File: config.mk
export PLATFORM = sky130hd
export DESIGN_NAME = axil_decoder_flat
export DESIGN_NICKNAME = d
export VERILOG_FILES = /design/src/hw/soc_pkg.sv /design/src/hw/axi4lite.sv /design/src/hw/axil_decoder.sv /design/src/flat_wrapper.sv
export SDC_FILE = /design/constraint.sdc
export NUM_CORES = 1
export LEC_CHECK = 0
export BUFFER_PORTS_ARGS = -buffer_cell sky130_fd_sc_hd__buf_4
export CAP_MARGIN = 10
export CORE_AREA = 3 3 258 260
export DETAILED_ROUTE_END_ITERATION = 10
export DIE_AREA = 0 0 261 263
export MAX_ROUTING_LAYER = met4
export PLACE_DENSITY_LB_ADDON = 0.12
export SLEW_MARGIN = 20
export SYNTH_ARGS = -nofsm -noshare
export SYNTH_HDL_FRONTEND = slang
export SYNTH_SLANG_ARGS = --single-unit
File: constraint.sdc
create_clock -name clk -period 0.9 [get_ports clk]
set_clock_uncertainty 0.1 [all_clocks]
set_input_delay 0.045 -clock clk [delete_from_list [all_inputs] [get_ports clk]]
set_output_delay 0.045 -clock clk [all_outputs]
set_load 0.1 [all_outputs]
File: src/hw/soc_pkg.sv
package soc_pkg;

    // Bus geometry
    localparam int alen = 32;
    localparam int xlen = 64;
    localparam int strb_w = xlen / 8;

    typedef logic [alen-1:0] addr_t;
    typedef logic [xlen-1:0] data_t;
    typedef logic [strb_w-1:0] strb_t;
    typedef logic [1:0] resp_t;

    localparam resp_t resp_okay = 2'd0;
    localparam resp_t resp_decerr = 2'd3;

    // Device select on addr[31:28]
    localparam logic [3:0] region_sram = 4'd1;
    localparam logic [3:0] region_gpio = 4'd2;

endpackage

File: src/hw/axi4lite.sv
`timescale 1ns/10ps

interface axi4lite;

    soc_pkg::addr_t awaddr;
    logic [2:0] awprot;
    logic awvalid;
    logic awready;

    soc_pkg::data_t wdata;
    soc_pkg::strb_t wstrb;
    logic wvalid;
    logic wready;

    soc_pkg::resp_t bresp;
    logic bvalid;
    logic bready;

    soc_pkg::addr_t araddr;
    logic [2:0] arprot;
    logic arvalid;
    logic arready;

    soc_pkg::data_t rdata;
    soc_pkg::resp_t rresp;
    logic rvalid;
    logic rready;

    modport master (
        output awaddr, awprot, awvalid, input awready,
        output wdata, wstrb, wvalid, input wready,
        input bresp, bvalid, output bready,
        output araddr, arprot, arvalid, input arready,
        input rdata, rresp, rvalid, output rready
    );

    modport slave (
        input awaddr, awprot, awvalid, output awready,
        input wdata, wstrb, wvalid, output wready,
        output bresp, bvalid, input bready,
        input araddr, arprot, arvalid, output arready,
        output rdata, rresp, rvalid, input rready
    );

endinterface

File: src/hw/axil_decoder.sv
`timescale 1ns/10ps

module axil_decoder (
    input logic clk,
    input logic rst,
    axi4lite.slave up,
    axi4lite.master sram,
    axi4lite.master gpio
);

logic [3:0] w_region;
logic [3:0] r_region;
logic w_sram;
logic w_gpio;
logic w_err;
logic r_sram;
logic r_gpio;
logic r_err;
logic err_bvalid;
logic err_rvalid;
logic err_w_take;
logic err_r_take;

assign w_region = up.awaddr[soc_pkg::alen-1 -: 4];
assign r_region = up.araddr[soc_pkg::alen-1 -: 4];
assign w_sram = w_region == soc_pkg::region_sram;
assign w_gpio = w_region == soc_pkg::region_gpio;
assign w_err = !w_sram && !w_gpio;
assign r_sram = r_region == soc_pkg::region_sram;
assign r_gpio = r_region == soc_pkg::region_gpio;
assign r_err = !r_sram && !r_gpio;

// Unmapped requests are absorbed here
assign err_w_take = up.awvalid && up.wvalid && w_err && !err_bvalid;
assign err_r_take = up.arvalid && r_err && !err_rvalid;

always_ff @(posedge clk) begin
    if (rst) begin
        err_bvalid <= 1'b0;
        err_rvalid <= 1'b0;
    end else begin
        if (err_bvalid && up.bready) begin
            err_bvalid <= 1'b0;
        end
        if (err_w_take) begin
            err_bvalid <= 1'b1;
        end
        if (err_rvalid && up.rready) begin
            err_rvalid <= 1'b0;
        end
        if (err_r_take) begin
            err_rvalid <= 1'b1;
        end
    end
end

assign sram.awaddr = up.awaddr;
assign sram.awprot = up.awprot;
assign sram.awvalid = up.awvalid && w_sram;
assign sram.wdata = up.wdata;
assign sram.wstrb = up.wstrb;
assign sram.wvalid = up.wvalid && w_sram;
assign sram.bready = up.bready;
assign sram.araddr = up.araddr;
assign sram.arprot = up.arprot;
assign sram.arvalid = up.arvalid && r_sram;
assign sram.rready = up.rready;

assign gpio.awaddr = up.awaddr;
assign gpio.awprot = up.awprot;
assign gpio.awvalid = up.awvalid && w_gpio;
assign gpio.wdata = up.wdata;
assign gpio.wstrb = up.wstrb;
assign gpio.wvalid = up.wvalid && w_gpio;
assign gpio.bready = up.bready;
assign gpio.araddr = up.araddr;
assign gpio.arprot = up.arprot;
assign gpio.arvalid = up.arvalid && r_gpio;
assign gpio.rready = up.rready;

assign up.awready = (w_sram && sram.awready) || (w_gpio && gpio.awready) || err_w_take;
assign up.wready = (w_sram && sram.wready) || (w_gpio && gpio.wready) || err_w_take;
assign up.arready = (r_sram && sram.arready) || (r_gpio && gpio.arready) || err_r_take;

// Only one response can be pending at a time
assign up.bvalid = sram.bvalid || gpio.bvalid || err_bvalid;
assign up.bresp = err_bvalid ? soc_pkg::resp_decerr :
                  sram.bvalid ? sram.bresp : gpio.bresp;
assign up.rvalid = sram.rvalid || gpio.rvalid || err_rvalid;
assign up.rdata = sram.rvalid ? sram.rdata :
                  gpio.rvalid ? gpio.rdata : '0;
assign up.rresp = err_rvalid ? soc_pkg::resp_decerr :
                  sram.rvalid ? sram.rresp : gpio.rresp;

endmodule

File: src/flat_wrapper.sv
// flat-port wrapper written by rule: the top's interface ports become plain ports
module axil_decoder_flat 
  (clk, rst, up_awaddr, up_awprot, up_awvalid, up_awready, up_wdata, up_wstrb, up_wvalid, up_wready, up_bresp, up_bvalid, up_bready, up_araddr, up_arprot, up_arvalid, up_arready, up_rdata, up_rresp, up_rvalid, up_rready, sram_awaddr, sram_awprot, sram_awvalid, sram_awready, sram_wdata, sram_wstrb, sram_wvalid, sram_wready, sram_bresp, sram_bvalid, sram_bready, sram_araddr, sram_arprot, sram_arvalid, sram_arready, sram_rdata, sram_rresp, sram_rvalid, sram_rready, gpio_awaddr, gpio_awprot, gpio_awvalid, gpio_awready, gpio_wdata, gpio_wstrb, gpio_wvalid, gpio_wready, gpio_bresp, gpio_bvalid, gpio_bready, gpio_araddr, gpio_arprot, gpio_arvalid, gpio_arready, gpio_rdata, gpio_rresp, gpio_rvalid, gpio_rready);
  axi4lite up_i ();
  axi4lite sram_i ();
  axi4lite gpio_i ();
  input logic clk;
  input logic rst;
  input wire logic [$bits(up_i.awaddr)-1:0] up_awaddr;
  input wire logic [$bits(up_i.awprot)-1:0] up_awprot;
  input wire logic [$bits(up_i.awvalid)-1:0] up_awvalid;
  output wire logic [$bits(up_i.awready)-1:0] up_awready;
  input wire logic [$bits(up_i.wdata)-1:0] up_wdata;
  input wire logic [$bits(up_i.wstrb)-1:0] up_wstrb;
  input wire logic [$bits(up_i.wvalid)-1:0] up_wvalid;
  output wire logic [$bits(up_i.wready)-1:0] up_wready;
  output wire logic [$bits(up_i.bresp)-1:0] up_bresp;
  output wire logic [$bits(up_i.bvalid)-1:0] up_bvalid;
  input wire logic [$bits(up_i.bready)-1:0] up_bready;
  input wire logic [$bits(up_i.araddr)-1:0] up_araddr;
  input wire logic [$bits(up_i.arprot)-1:0] up_arprot;
  input wire logic [$bits(up_i.arvalid)-1:0] up_arvalid;
  output wire logic [$bits(up_i.arready)-1:0] up_arready;
  output wire logic [$bits(up_i.rdata)-1:0] up_rdata;
  output wire logic [$bits(up_i.rresp)-1:0] up_rresp;
  output wire logic [$bits(up_i.rvalid)-1:0] up_rvalid;
  input wire logic [$bits(up_i.rready)-1:0] up_rready;
  output wire logic [$bits(sram_i.awaddr)-1:0] sram_awaddr;
  output wire logic [$bits(sram_i.awprot)-1:0] sram_awprot;
  output wire logic [$bits(sram_i.awvalid)-1:0] sram_awvalid;
  input wire logic [$bits(sram_i.awready)-1:0] sram_awready;
  output wire logic [$bits(sram_i.wdata)-1:0] sram_wdata;
  output wire logic [$bits(sram_i.wstrb)-1:0] sram_wstrb;
  output wire logic [$bits(sram_i.wvalid)-1:0] sram_wvalid;
  input wire logic [$bits(sram_i.wready)-1:0] sram_wready;
  input wire logic [$bits(sram_i.bresp)-1:0] sram_bresp;
  input wire logic [$bits(sram_i.bvalid)-1:0] sram_bvalid;
  output wire logic [$bits(sram_i.bready)-1:0] sram_bready;
  output wire logic [$bits(sram_i.araddr)-1:0] sram_araddr;
  output wire logic [$bits(sram_i.arprot)-1:0] sram_arprot;
  output wire logic [$bits(sram_i.arvalid)-1:0] sram_arvalid;
  input wire logic [$bits(sram_i.arready)-1:0] sram_arready;
  input wire logic [$bits(sram_i.rdata)-1:0] sram_rdata;
  input wire logic [$bits(sram_i.rresp)-1:0] sram_rresp;
  input wire logic [$bits(sram_i.rvalid)-1:0] sram_rvalid;
  output wire logic [$bits(sram_i.rready)-1:0] sram_rready;
  output wire logic [$bits(gpio_i.awaddr)-1:0] gpio_awaddr;
  output wire logic [$bits(gpio_i.awprot)-1:0] gpio_awprot;
  output wire logic [$bits(gpio_i.awvalid)-1:0] gpio_awvalid;
  input wire logic [$bits(gpio_i.awready)-1:0] gpio_awready;
  output wire logic [$bits(gpio_i.wdata)-1:0] gpio_wdata;
  output wire logic [$bits(gpio_i.wstrb)-1:0] gpio_wstrb;
  output wire logic [$bits(gpio_i.wvalid)-1:0] gpio_wvalid;
  input wire logic [$bits(gpio_i.wready)-1:0] gpio_wready;
  input wire logic [$bits(gpio_i.bresp)-1:0] gpio_bresp;
  input wire logic [$bits(gpio_i.bvalid)-1:0] gpio_bvalid;
  output wire logic [$bits(gpio_i.bready)-1:0] gpio_bready;
  output wire logic [$bits(gpio_i.araddr)-1:0] gpio_araddr;
  output wire logic [$bits(gpio_i.arprot)-1:0] gpio_arprot;
  output wire logic [$bits(gpio_i.arvalid)-1:0] gpio_arvalid;
  input wire logic [$bits(gpio_i.arready)-1:0] gpio_arready;
  input wire logic [$bits(gpio_i.rdata)-1:0] gpio_rdata;
  input wire logic [$bits(gpio_i.rresp)-1:0] gpio_rresp;
  input wire logic [$bits(gpio_i.rvalid)-1:0] gpio_rvalid;
  output wire logic [$bits(gpio_i.rready)-1:0] gpio_rready;
  assign up_i.awaddr = up_awaddr;
  assign up_i.awprot = up_awprot;
  assign up_i.awvalid = up_awvalid;
  assign up_awready = up_i.awready;
  assign up_i.wdata = up_wdata;
  assign up_i.wstrb = up_wstrb;
  assign up_i.wvalid = up_wvalid;
  assign up_wready = up_i.wready;
  assign up_bresp = up_i.bresp;
  assign up_bvalid = up_i.bvalid;
  assign up_i.bready = up_bready;
  assign up_i.araddr = up_araddr;
  assign up_i.arprot = up_arprot;
  assign up_i.arvalid = up_arvalid;
  assign up_arready = up_i.arready;
  assign up_rdata = up_i.rdata;
  assign up_rresp = up_i.rresp;
  assign up_rvalid = up_i.rvalid;
  assign up_i.rready = up_rready;
  assign sram_awaddr = sram_i.awaddr;
  assign sram_awprot = sram_i.awprot;
  assign sram_awvalid = sram_i.awvalid;
  assign sram_i.awready = sram_awready;
  assign sram_wdata = sram_i.wdata;
  assign sram_wstrb = sram_i.wstrb;
  assign sram_wvalid = sram_i.wvalid;
  assign sram_i.wready = sram_wready;
  assign sram_i.bresp = sram_bresp;
  assign sram_i.bvalid = sram_bvalid;
  assign sram_bready = sram_i.bready;
  assign sram_araddr = sram_i.araddr;
  assign sram_arprot = sram_i.arprot;
  assign sram_arvalid = sram_i.arvalid;
  assign sram_i.arready = sram_arready;
  assign sram_i.rdata = sram_rdata;
  assign sram_i.rresp = sram_rresp;
  assign sram_i.rvalid = sram_rvalid;
  assign sram_rready = sram_i.rready;
  assign gpio_awaddr = gpio_i.awaddr;
  assign gpio_awprot = gpio_i.awprot;
  assign gpio_awvalid = gpio_i.awvalid;
  assign gpio_i.awready = gpio_awready;
  assign gpio_wdata = gpio_i.wdata;
  assign gpio_wstrb = gpio_i.wstrb;
  assign gpio_wvalid = gpio_i.wvalid;
  assign gpio_i.wready = gpio_wready;
  assign gpio_i.bresp = gpio_bresp;
  assign gpio_i.bvalid = gpio_bvalid;
  assign gpio_bready = gpio_i.bready;
  assign gpio_araddr = gpio_i.araddr;
  assign gpio_arprot = gpio_i.arprot;
  assign gpio_arvalid = gpio_i.arvalid;
  assign gpio_i.arready = gpio_arready;
  assign gpio_i.rdata = gpio_rdata;
  assign gpio_i.rresp = gpio_rresp;
  assign gpio_i.rvalid = gpio_rvalid;
  assign gpio_rready = gpio_i.rready;
  axil_decoder u_core (.clk(clk), .rst(rst), .up(up_i), .sram(sram_i), .gpio(gpio_i));
endmodule
==> flow_metrics.py, run 1 <==
metrics = {
    "global_route": {
        "antenna_found_initial": 0,
        "grtUsageTotal": 0.05692,
        "first_global_vias": 3896,
        "grt_pass1_wl_um": 27830,
        "overflow": 0,
        "grt_start_max_net_pins": 27,
    },
    "synth": {
        "yosysWarnings": 0,
        "syn_nets": 712,
        "yosysUniqueCellTypes": 30,
        "synth_edf_count": 0,
        "syn_inst": 417,
        "async_reset_ff_frac": 0,
        "yosysMostFrequentCell": "buf_4",
        "ys.flop_type": "dfxtp_1",
        "syn_avg_cell_area_um2": 7.642,
        "synth.top_cells.by_count": "290 x buf_4, 63 x a22o_1, 7 x buf_6",
        "synth_area_leaders": "buf_4 68%, a22o_1 17%, buf_6 2.5%",
        "yosys.area.top_type": "buf_4",
        "synth_top_area_share": 0.6832,
        "synth_area_um2": 3187,
        "synth_seq_cells": 2,
        "synth_seq_area_share": 0.01256,
    },
    "floorplanning": {
        "start_util": 0.04952,
        "boundaryPins": 662,
        "num_rows": 93,
        "dieWidth_um": 261,
        "fp.dieH_um": 263,
    },
    "cts": {
        "cts.sinks": 2,
        "cts.path.max_buffers": 2,
        "cts_buffers": 3,
        "htreeDepth": 1,
        "cts_root_buffer": "clkbuf_16",
    },
    "sta": {
        "worst-ep-kind": "primary output",
        "crit_endpoint": "up_awready",
    },
    "placement": {
        "gp_congestion": 0.6106,
        "numPortBuffers": 259,
        "pre_cts_ws_ns": -0.5173,
        "dp_hpwl_um": 13550,
    },
    "status": {
        "tool.error": "[ERROR DRT-0255] Maze Route cannot find path of net gpio_awaddr[14] in worker of routeBox ( 241500 96600 ) ( 261000 144900 ).",
        "status": "did not finish",
        "failed_stage": "detailed routing",
    },
}
metal layers:
metal and global-route usage:
met1 0.05690, met2 0.1130, met3 0.01164, met4 0.009889, met5 -
through the flow:
step / utilization / area [µm²] / TNS (ns) / instances
floorplan: - / 3506 / -16.31 / 417
global placement: 0.07074 / 4552 / -29.88 / 1263
detailed placement: 0.07074 / 4552 / -30.15 / 1263
CTS: 0.1432 / 9218 / -27.13 / 1420
global route: 0.1430 / 9199 / -25.38 / 1422
timing repair:
action / CTS / global route
setup buffers: 15 / 5
hold buffers: 133 / 2
gates resized for setup: 347 / 9
pin swaps: 12 / 14
setup endpoints to repair: 81 / 80
hold endpoints to repair: 265 / 4
cloned: 8 / 0
logic make-up after synthesis:
kind of cell | after synthesis | share of synthesized area
buf+inv | 306 | 0.7197
compound gates | 77 | 0.2065
simple gates | 28 | 0.04947
xor+xnor | 2 | 0.005498
mux | 2 | 0.006282
flops | 2 | 0.01256
==> inputs of run 2 (changes only) <==
--- a/config.mk
+++ b/config.mk
@@ -7,11 +7,10 @@
 export LEC_CHECK = 0
 export BUFFER_PORTS_ARGS = -buffer_cell sky130_fd_sc_hd__buf_4
 export CAP_MARGIN = 10
-export CORE_AREA = 3 3 258 260
+export CORE_AREA = 3 3 255 257
 export DETAILED_ROUTE_END_ITERATION = 10
-export DIE_AREA = 0 0 261 263
-export MAX_ROUTING_LAYER = met4
-export PLACE_DENSITY_LB_ADDON = 0.12
+export DIE_AREA = 0 0 258 260
+export PLACE_DENSITY_LB_ADDON = 0.15
 export SLEW_MARGIN = 20
 export SYNTH_ARGS = -nofsm -noshare
 export SYNTH_HDL_FRONTEND = slang
==> constraint.sdc (replaced) <==
create_clock -name clk -period 1.15 [get_ports clk]
set_clock_uncertainty 0.1 [all_clocks]
set_input_delay 0.0575 -clock clk [delete_from_list [all_inputs] [get_ports clk]]
set_output_delay 0.0575 -clock clk [all_outputs]
set_load 0.1 [all_outputs]
==> flow_metrics.py, run 2 <==
metrics = {
    "cells_and_area": {
        "drive_gt1_frac": 0.9481,
        "final_nets": 721,
        "layout_common_cells": "208 x buf_4, 73 x buf_12, 56 x a22o_4",
        "postLayoutCoreUtil": 0.09699,
        "reg_top3": "u_core.err_bvalid x1, u_core.err_rvalid x1",
        "area_growth_pct": 91.64,
        "final_common_cell": "buf_4",
    },
    "floorplanning": {
        "dieWidth_um": 258,
        "fp.dieH_um": 260,
        "die_area_um2": 67080,
        "fp.coreArea_um2": 62970,
        "num_rows": 92,
        "boundaryPins": 662,
        "start_util": 0.05061,
    },
    "sta": {
        "setup_viol_count_final": 41,
        "fmax_mhz": 659.2,
        "tightest_slew_ns": 0.4258,
        "rsz0062_at_grt": "yes",
        "finalHoldViolCount": 0,
        "slew_violations": 0,
        "timing.final.ws_setup_ns": -0.3671,
        "holdWs_ns": 0.01504,
        "relSlewSlack": 0.7135,
        "period_needed_ns": 1.517,
        "period_share": 1.319,
    },
    "cts": {
        "cts.path.max_buffers": 2,
        "clkLatencyLatePin_ns": 0.22,
        "cts_tree": "yes",
        "clkTransAtPathRegs_ns": 0.03,
        "htreeDepth": 1,
        "cts.sinks": 2,
        "cts_buffers": 3,
        "cts_root_buffer": "clkbuf_16",
    },
    "drt": {
        "ant_nets": 0,
        "wl_per_cell_um": 13.45,
        "totalWireLength_um": 17100,
        "drt_iter0_drc": 59,
        "drc": 0,
        "drt_pass1_iterations": 4,
        "viasPerCell": 2.199,
        "num_vias": 2795,
    },
    "global_route": {
        "antenna_found_initial": 3,
        "grtUsageTotal": 0.04529,
        "grt_pass1_wl_um": 22240,
        "first_global_vias": 3209,
        "overflow": 0,
        "grt_start_max_net_pins": 14,
    },
    "placement": {
        "numPortBuffers": 259,
        "pre_cts_ws_ns": -0.2473,
        "dp_hpwl_um": 13770,
        "gp_congestion": 0.7321,
    },
    "synth": {
        "yosysMostFrequentCell": "buf_4",
        "synth_top_area_share": 0.6832,
        "synth_area_leaders": "buf_4 68%, a22o_1 17%, buf_6 2.5%",
        "synth_seq_area_share": 0.01256,
        "synth_seq_cells": 2,
        "yosysUniqueCellTypes": 30,
        "yosysWarnings": 0,
        "syn_avg_cell_area_um2": 7.642,
        "syn_inst": 417,
        "yosys.area.top_type": "buf_4",
        "async_reset_ff_frac": 0,
        "synth_area_um2": 3187,
        "ys.flop_type": "dfxtp_1",
        "syn_nets": 712,
        "synth_edf_count": 0,
        "synth.top_cells.by_count": "290 x buf_4, 63 x a22o_1, 7 x buf_6",
    },
    "pwr": {
        "power_density_nw_per_um2": 770.4,
        "power_leakage_uw": 0.002554,
        "p_switching_uw": 2528,
        "p_clk_frac": 0.109,
        "ir_drop_mv": 0.4024,
        "seq_power_share": 0.018,
        "switching_share": 0.5373,
        "p_int_uw": 2177,
        "power_frac_comb": 0.872,
    },
    "job": {
        "cap_violations": 0,
    },
    "status": {
        "status": "complete, but fails checks",
        "violations": "negative setup slack",
    },
    "worst_setup_path": {
        "cp-start-kind": "register",
        "rr_worst_depth": 4,
        "arrival_ns": 1.36,
        "required_ns": 0.99,
        "path_class": "reg -> out",
        "crit_path_max_fanout": 4,
        "endpoint_kind": "primary output",
    },
    "hold_path": {
        "worstHoldPathCells": 0,
        "min_path_type": "in -> out",
    },
}
==> run 2: cell counts after synthesis <==
Identical to the previous run, type by type.
==> run 2: kinds of logic after synthesis <==
logic type             after synthesis  synth area share
AO/OA/AOI/OAI                       77            0.2065
XOR/XNOR                             2          0.005498
buffers and inverters              306            0.7197
flip-flops                           2           0.01256
multiplexers                         2          0.006282
AND/OR/NAND/NOR                     28           0.04947
==> run 2: through the flow <==
stage / setup TNS [ns] / area, µm² / instances / total power, µW
2_1_floorplan: -4.030 / 3398 / 417 / 6731
3_3_place_gp: -7.001 / 4448 / 1253 / 3342
3_5_place_dp: -7.232 / 4448 / 1253 / 3318
4_1_cts: -6.199 / 6188 / 1274 / 4792
5_1_grt: -3.570 / 6107 / 1271 / 4854
6_report: -2.278 / 6107 / 1271 / 4705
==> run 2: worst paths after layout <==
kind                     start                 to  slack, ns
min reg2reg  u_core.err_rvalid  u_core.err_rvalid       0.46
max reg2reg  u_core.err_bvalid  u_core.err_bvalid      -0.01
max          u_core.err_bvalid         up_awready      -0.37
min               up_wdata[16]     sram_wdata[16]       0.02
==> run 2: power groups by stage <==
stage	Combinational [µW]	Sequential, µW	Clock (µW)
after floorplan	6650	79.3	0
after global placement	3260	86.1	0
after detailed placement	3230	86.4	0
after CTS	4180	86.9	524
after global routing	4240	87.1	531
final	4110	84.9	515
==> run 2: timing repair <==
| item | 4_1_cts | 5_1_grt |
|---|---|---|
| hold endpoints to repair | 1 | 0 |
| gates resized for setup | 294 | 12 |
| cloned | 7 | 0 |
| hold buffers | 1 | 0 |
| pin swaps | 6 | 9 |
| endpoints found under the setup margin | 71 | 65 |
| buffers inserted | 12 | 3 |
==> run 2: worst max-delay path, stage by stage, from the launching register on <==
cell and delay, ns:
dfxtp_2 0.31, nand3b_1 0.25, o31ai_2 0.15, o221a_4 0.26, buf_12 0.17
==> run 2: metal layers <==
layer,track usage,part of all wire,up-vias,wire length [µm]
met2,0.07819,0.47,403,8038
met1,0.03614,0.27,1158,4643
met3,0.03291,0.19,90,3182
li1,-,-,1140,-
met4,0.02913,0.069,4,1179
met5,0.005117,0.0032,-,55
==> run 2: cell type report <==
class | instances | area [µm²]
clock buffers | 3 | 75.07
fillers | 7263 | 56860
repair buffers | 308 | 3425
diodes | 1 | 2.502
inverters | 2 | 10.01
multi-input cells | 109 | 1491
flip-flops and latches | 2 | 45.04
well taps | 846 | 1059
Note: power is estimated with default switching activity, not from simulation.
==> inputs of run 3 (changes only) <==
--- a/config.mk
+++ b/config.mk
@@ -8,9 +8,11 @@
 export BUFFER_PORTS_ARGS = -buffer_cell sky130_fd_sc_hd__buf_4
 export CAP_MARGIN = 10
 export CORE_AREA = 3 3 255 257
+export CTS_CLUSTER_DIAMETER = 30
 export DETAILED_ROUTE_END_ITERATION = 10
 export DIE_AREA = 0 0 258 260
 export PLACE_DENSITY_LB_ADDON = 0.15
+export REMOVE_ABC_BUFFERS = 1
 export SLEW_MARGIN = 20
 export SYNTH_ARGS = -nofsm -noshare
 export SYNTH_HDL_FRONTEND = slang
==> flow_metrics.py, run 3 (synthesized netlist as in run 2, its figures left out) <==
metrics = {
    "sta": {
        "tightest_slew_ns": 0.2956,
        "fmax_mhz": 632.5,
        "timing.final.ws_setup_ns": -0.4311,
        "finalHoldViolCount": 0,
        "period_share": 1.375,
        "slew_violations": 0,
        "period_needed_ns": 1.581,
        "relSlewSlack": 0.8013,
        "rsz0062_at_grt": "yes",
        "setup_viol_count_final": 60,
    },
    "placement": {
        "gp_congestion": 0.8769,
        "placed_area_um2": 4159,
        "numPortBuffers": 259,
        "pre_cts_ws_ns": -0.3856,
        "dp_hpwl_um": 57400,
        "dp.cells": 1246,
    },
    "status": {
        "violations": "negative setup slack",
        "status": "complete, but fails checks",
    },
    "floorplanning": {
        "die_area_um2": 67080,
        "start_util": 0.05061,
        "fp.dieH_um": 260,
        "fp.coreArea_um2": 62970,
        "boundaryPins": 662,
        "dieWidth_um": 258,
        "num_rows": 92,
    },
    "drt": {
        "viasPerCell": 2.693,
        "drc": 0,
        "totalWireLength_um": 64470,
        "wl_per_cell_um": 50.80,
        "drt_iter0_drc": 231,
        "ant_nets": 0,
        "num_vias": 3418,
        "drt_pass1_iterations": 4,
    },
    "worst_setup_path": {
        "rr_worst_depth": 4,
        "required_ns": 0.99,
        "arrival_ns": 1.42,
        "path_class": "reg -> out",
        "crit_path_max_fanout": 4,
        "cp-start-kind": "register",
        "endpoint_kind": "primary output",
    },
    "cells_and_area": {
        "area_growth_pct": 91.48,
        "postLayoutCellArea_um2": 6102,
        "diodes": 0,
        "final_common_cell": "buf_4",
        "drive_gt1_frac": 0.8842,
        "reg_top3": "u_core.err_bvalid x1, u_core.err_rvalid x1",
        "layout_common_cells": "199 x buf_4, 85 x buf_12, 43 x a22o_4",
        "final_nets": 720,
        "final_cells": 1269,
    },
    "global_route": {
        "antenna_found_initial": 1,
        "grt_pass1_wl_um": 70500,
        "met2_usage": 0.2773,
        "grtUsageTotal": 0.1795,
        "gr-usage-met3": 0.2299,
        "first_global_vias": 3040,
        "overflow": 0,
        "use_met1": 0.1230,
        "grt_busiest_layer": "met2",
        "grt_start_max_net_pins": 27,
    },
    "cts": {
        "cts.sinks": 2,
        "clkTransAtPathRegs_ns": 0.03,
        "htreeDepth": 1,
        "cts_buffers": 3,
        "clkLatencyLatePin_ns": 0.22,
        "cts_tree": "yes",
        "cts_root_buffer": "clkbuf_16",
        "cts.path.max_buffers": 2,
    },
    "pwr": {
        "ir_drop_mv": 0.3566,
        "power_density_nw_per_um2": 779.0,
        "power_leakage_uw": 0.002523,
        "p_total_uw": 4753,
    },
    "job": {
        "cap_violations": 0,
    },
    "hold_path": {
        "worstHoldPathCells": 0,
        "min_path_type": "in -> out",
    },
}
-- run 3: cell types whose count changed in the layout (fill, tap and decap cells not counted), sizes merged --
cell	previous run	this run
buf	307	302
clkbuf	3	7
diode	1	0
-- run 3: per-layer routing --
metal	up-vias	part of all wire
li1	1137	-
met1	1473	0.25
met2	727	0.44
met3	60	0.26
met4	21	0.041
met5	-	0.015
-- run 3: worst paths after layout --
path / end / slack [ns] / from
max: up_awready / -0.43 / u_core.err_bvalid
min: sram_awaddr[5] / 0.02 / up_awaddr[5]
max reg2reg: u_core.err_bvalid / 0.10 / u_core.err_bvalid
min reg2reg: u_core.err_rvalid / 0.41 / u_core.err_rvalid
-- run 3: layout make-up --
cell class | count | area, µm²
multi-input combinational | 109 | 1349
timing repair buffer | 307 | 3568
fill | 7290 | 56860
sequential | 2 | 41.29
inverter | 2 | 10.01
tap | 846 | 1059
clock buffer | 3 | 75.07
-- run 3: what timing repair did --
action | CTS | global route
pin swaps | 13 | 17
endpoints found under the hold margin | 1 | 0
setup buffers | 12 | 3
gates resized for setup | 278 | 57
hold buffers | 1 | 0
gates cloned | 8 | 4
endpoints found under the setup margin | 76 | 78
-- run 3: metrics by stage --
stage	TNS [ns]	utilization	hold slack [ns]
floorplan	-139.39	-	0.01500
global placement	-12.28	0.06605	0.01927
detailed placement	-12.56	0.06605	0.01927
CTS	-9.923	0.09125	0.01927
global route	-6.150	0.09691	0.01578
finish	-4.339	0.09691	0.01579
-- run 3: worst max-delay path, cell delays in order (launching register included) --
cell      delay, ns
dfxtp_1        0.29
nand3b_1       0.21
a21oi_1        0.19
o221a_2        0.31
buf_12         0.20
-- run 3: report_power, final --
part,internal [µW],switching (µW),leakage [µW]
registers,75.5,4.17,0.0000168
clock network,442,78.2,0.0000370
logic,1670,2490,0.00247
total,2180,2570,0.00252
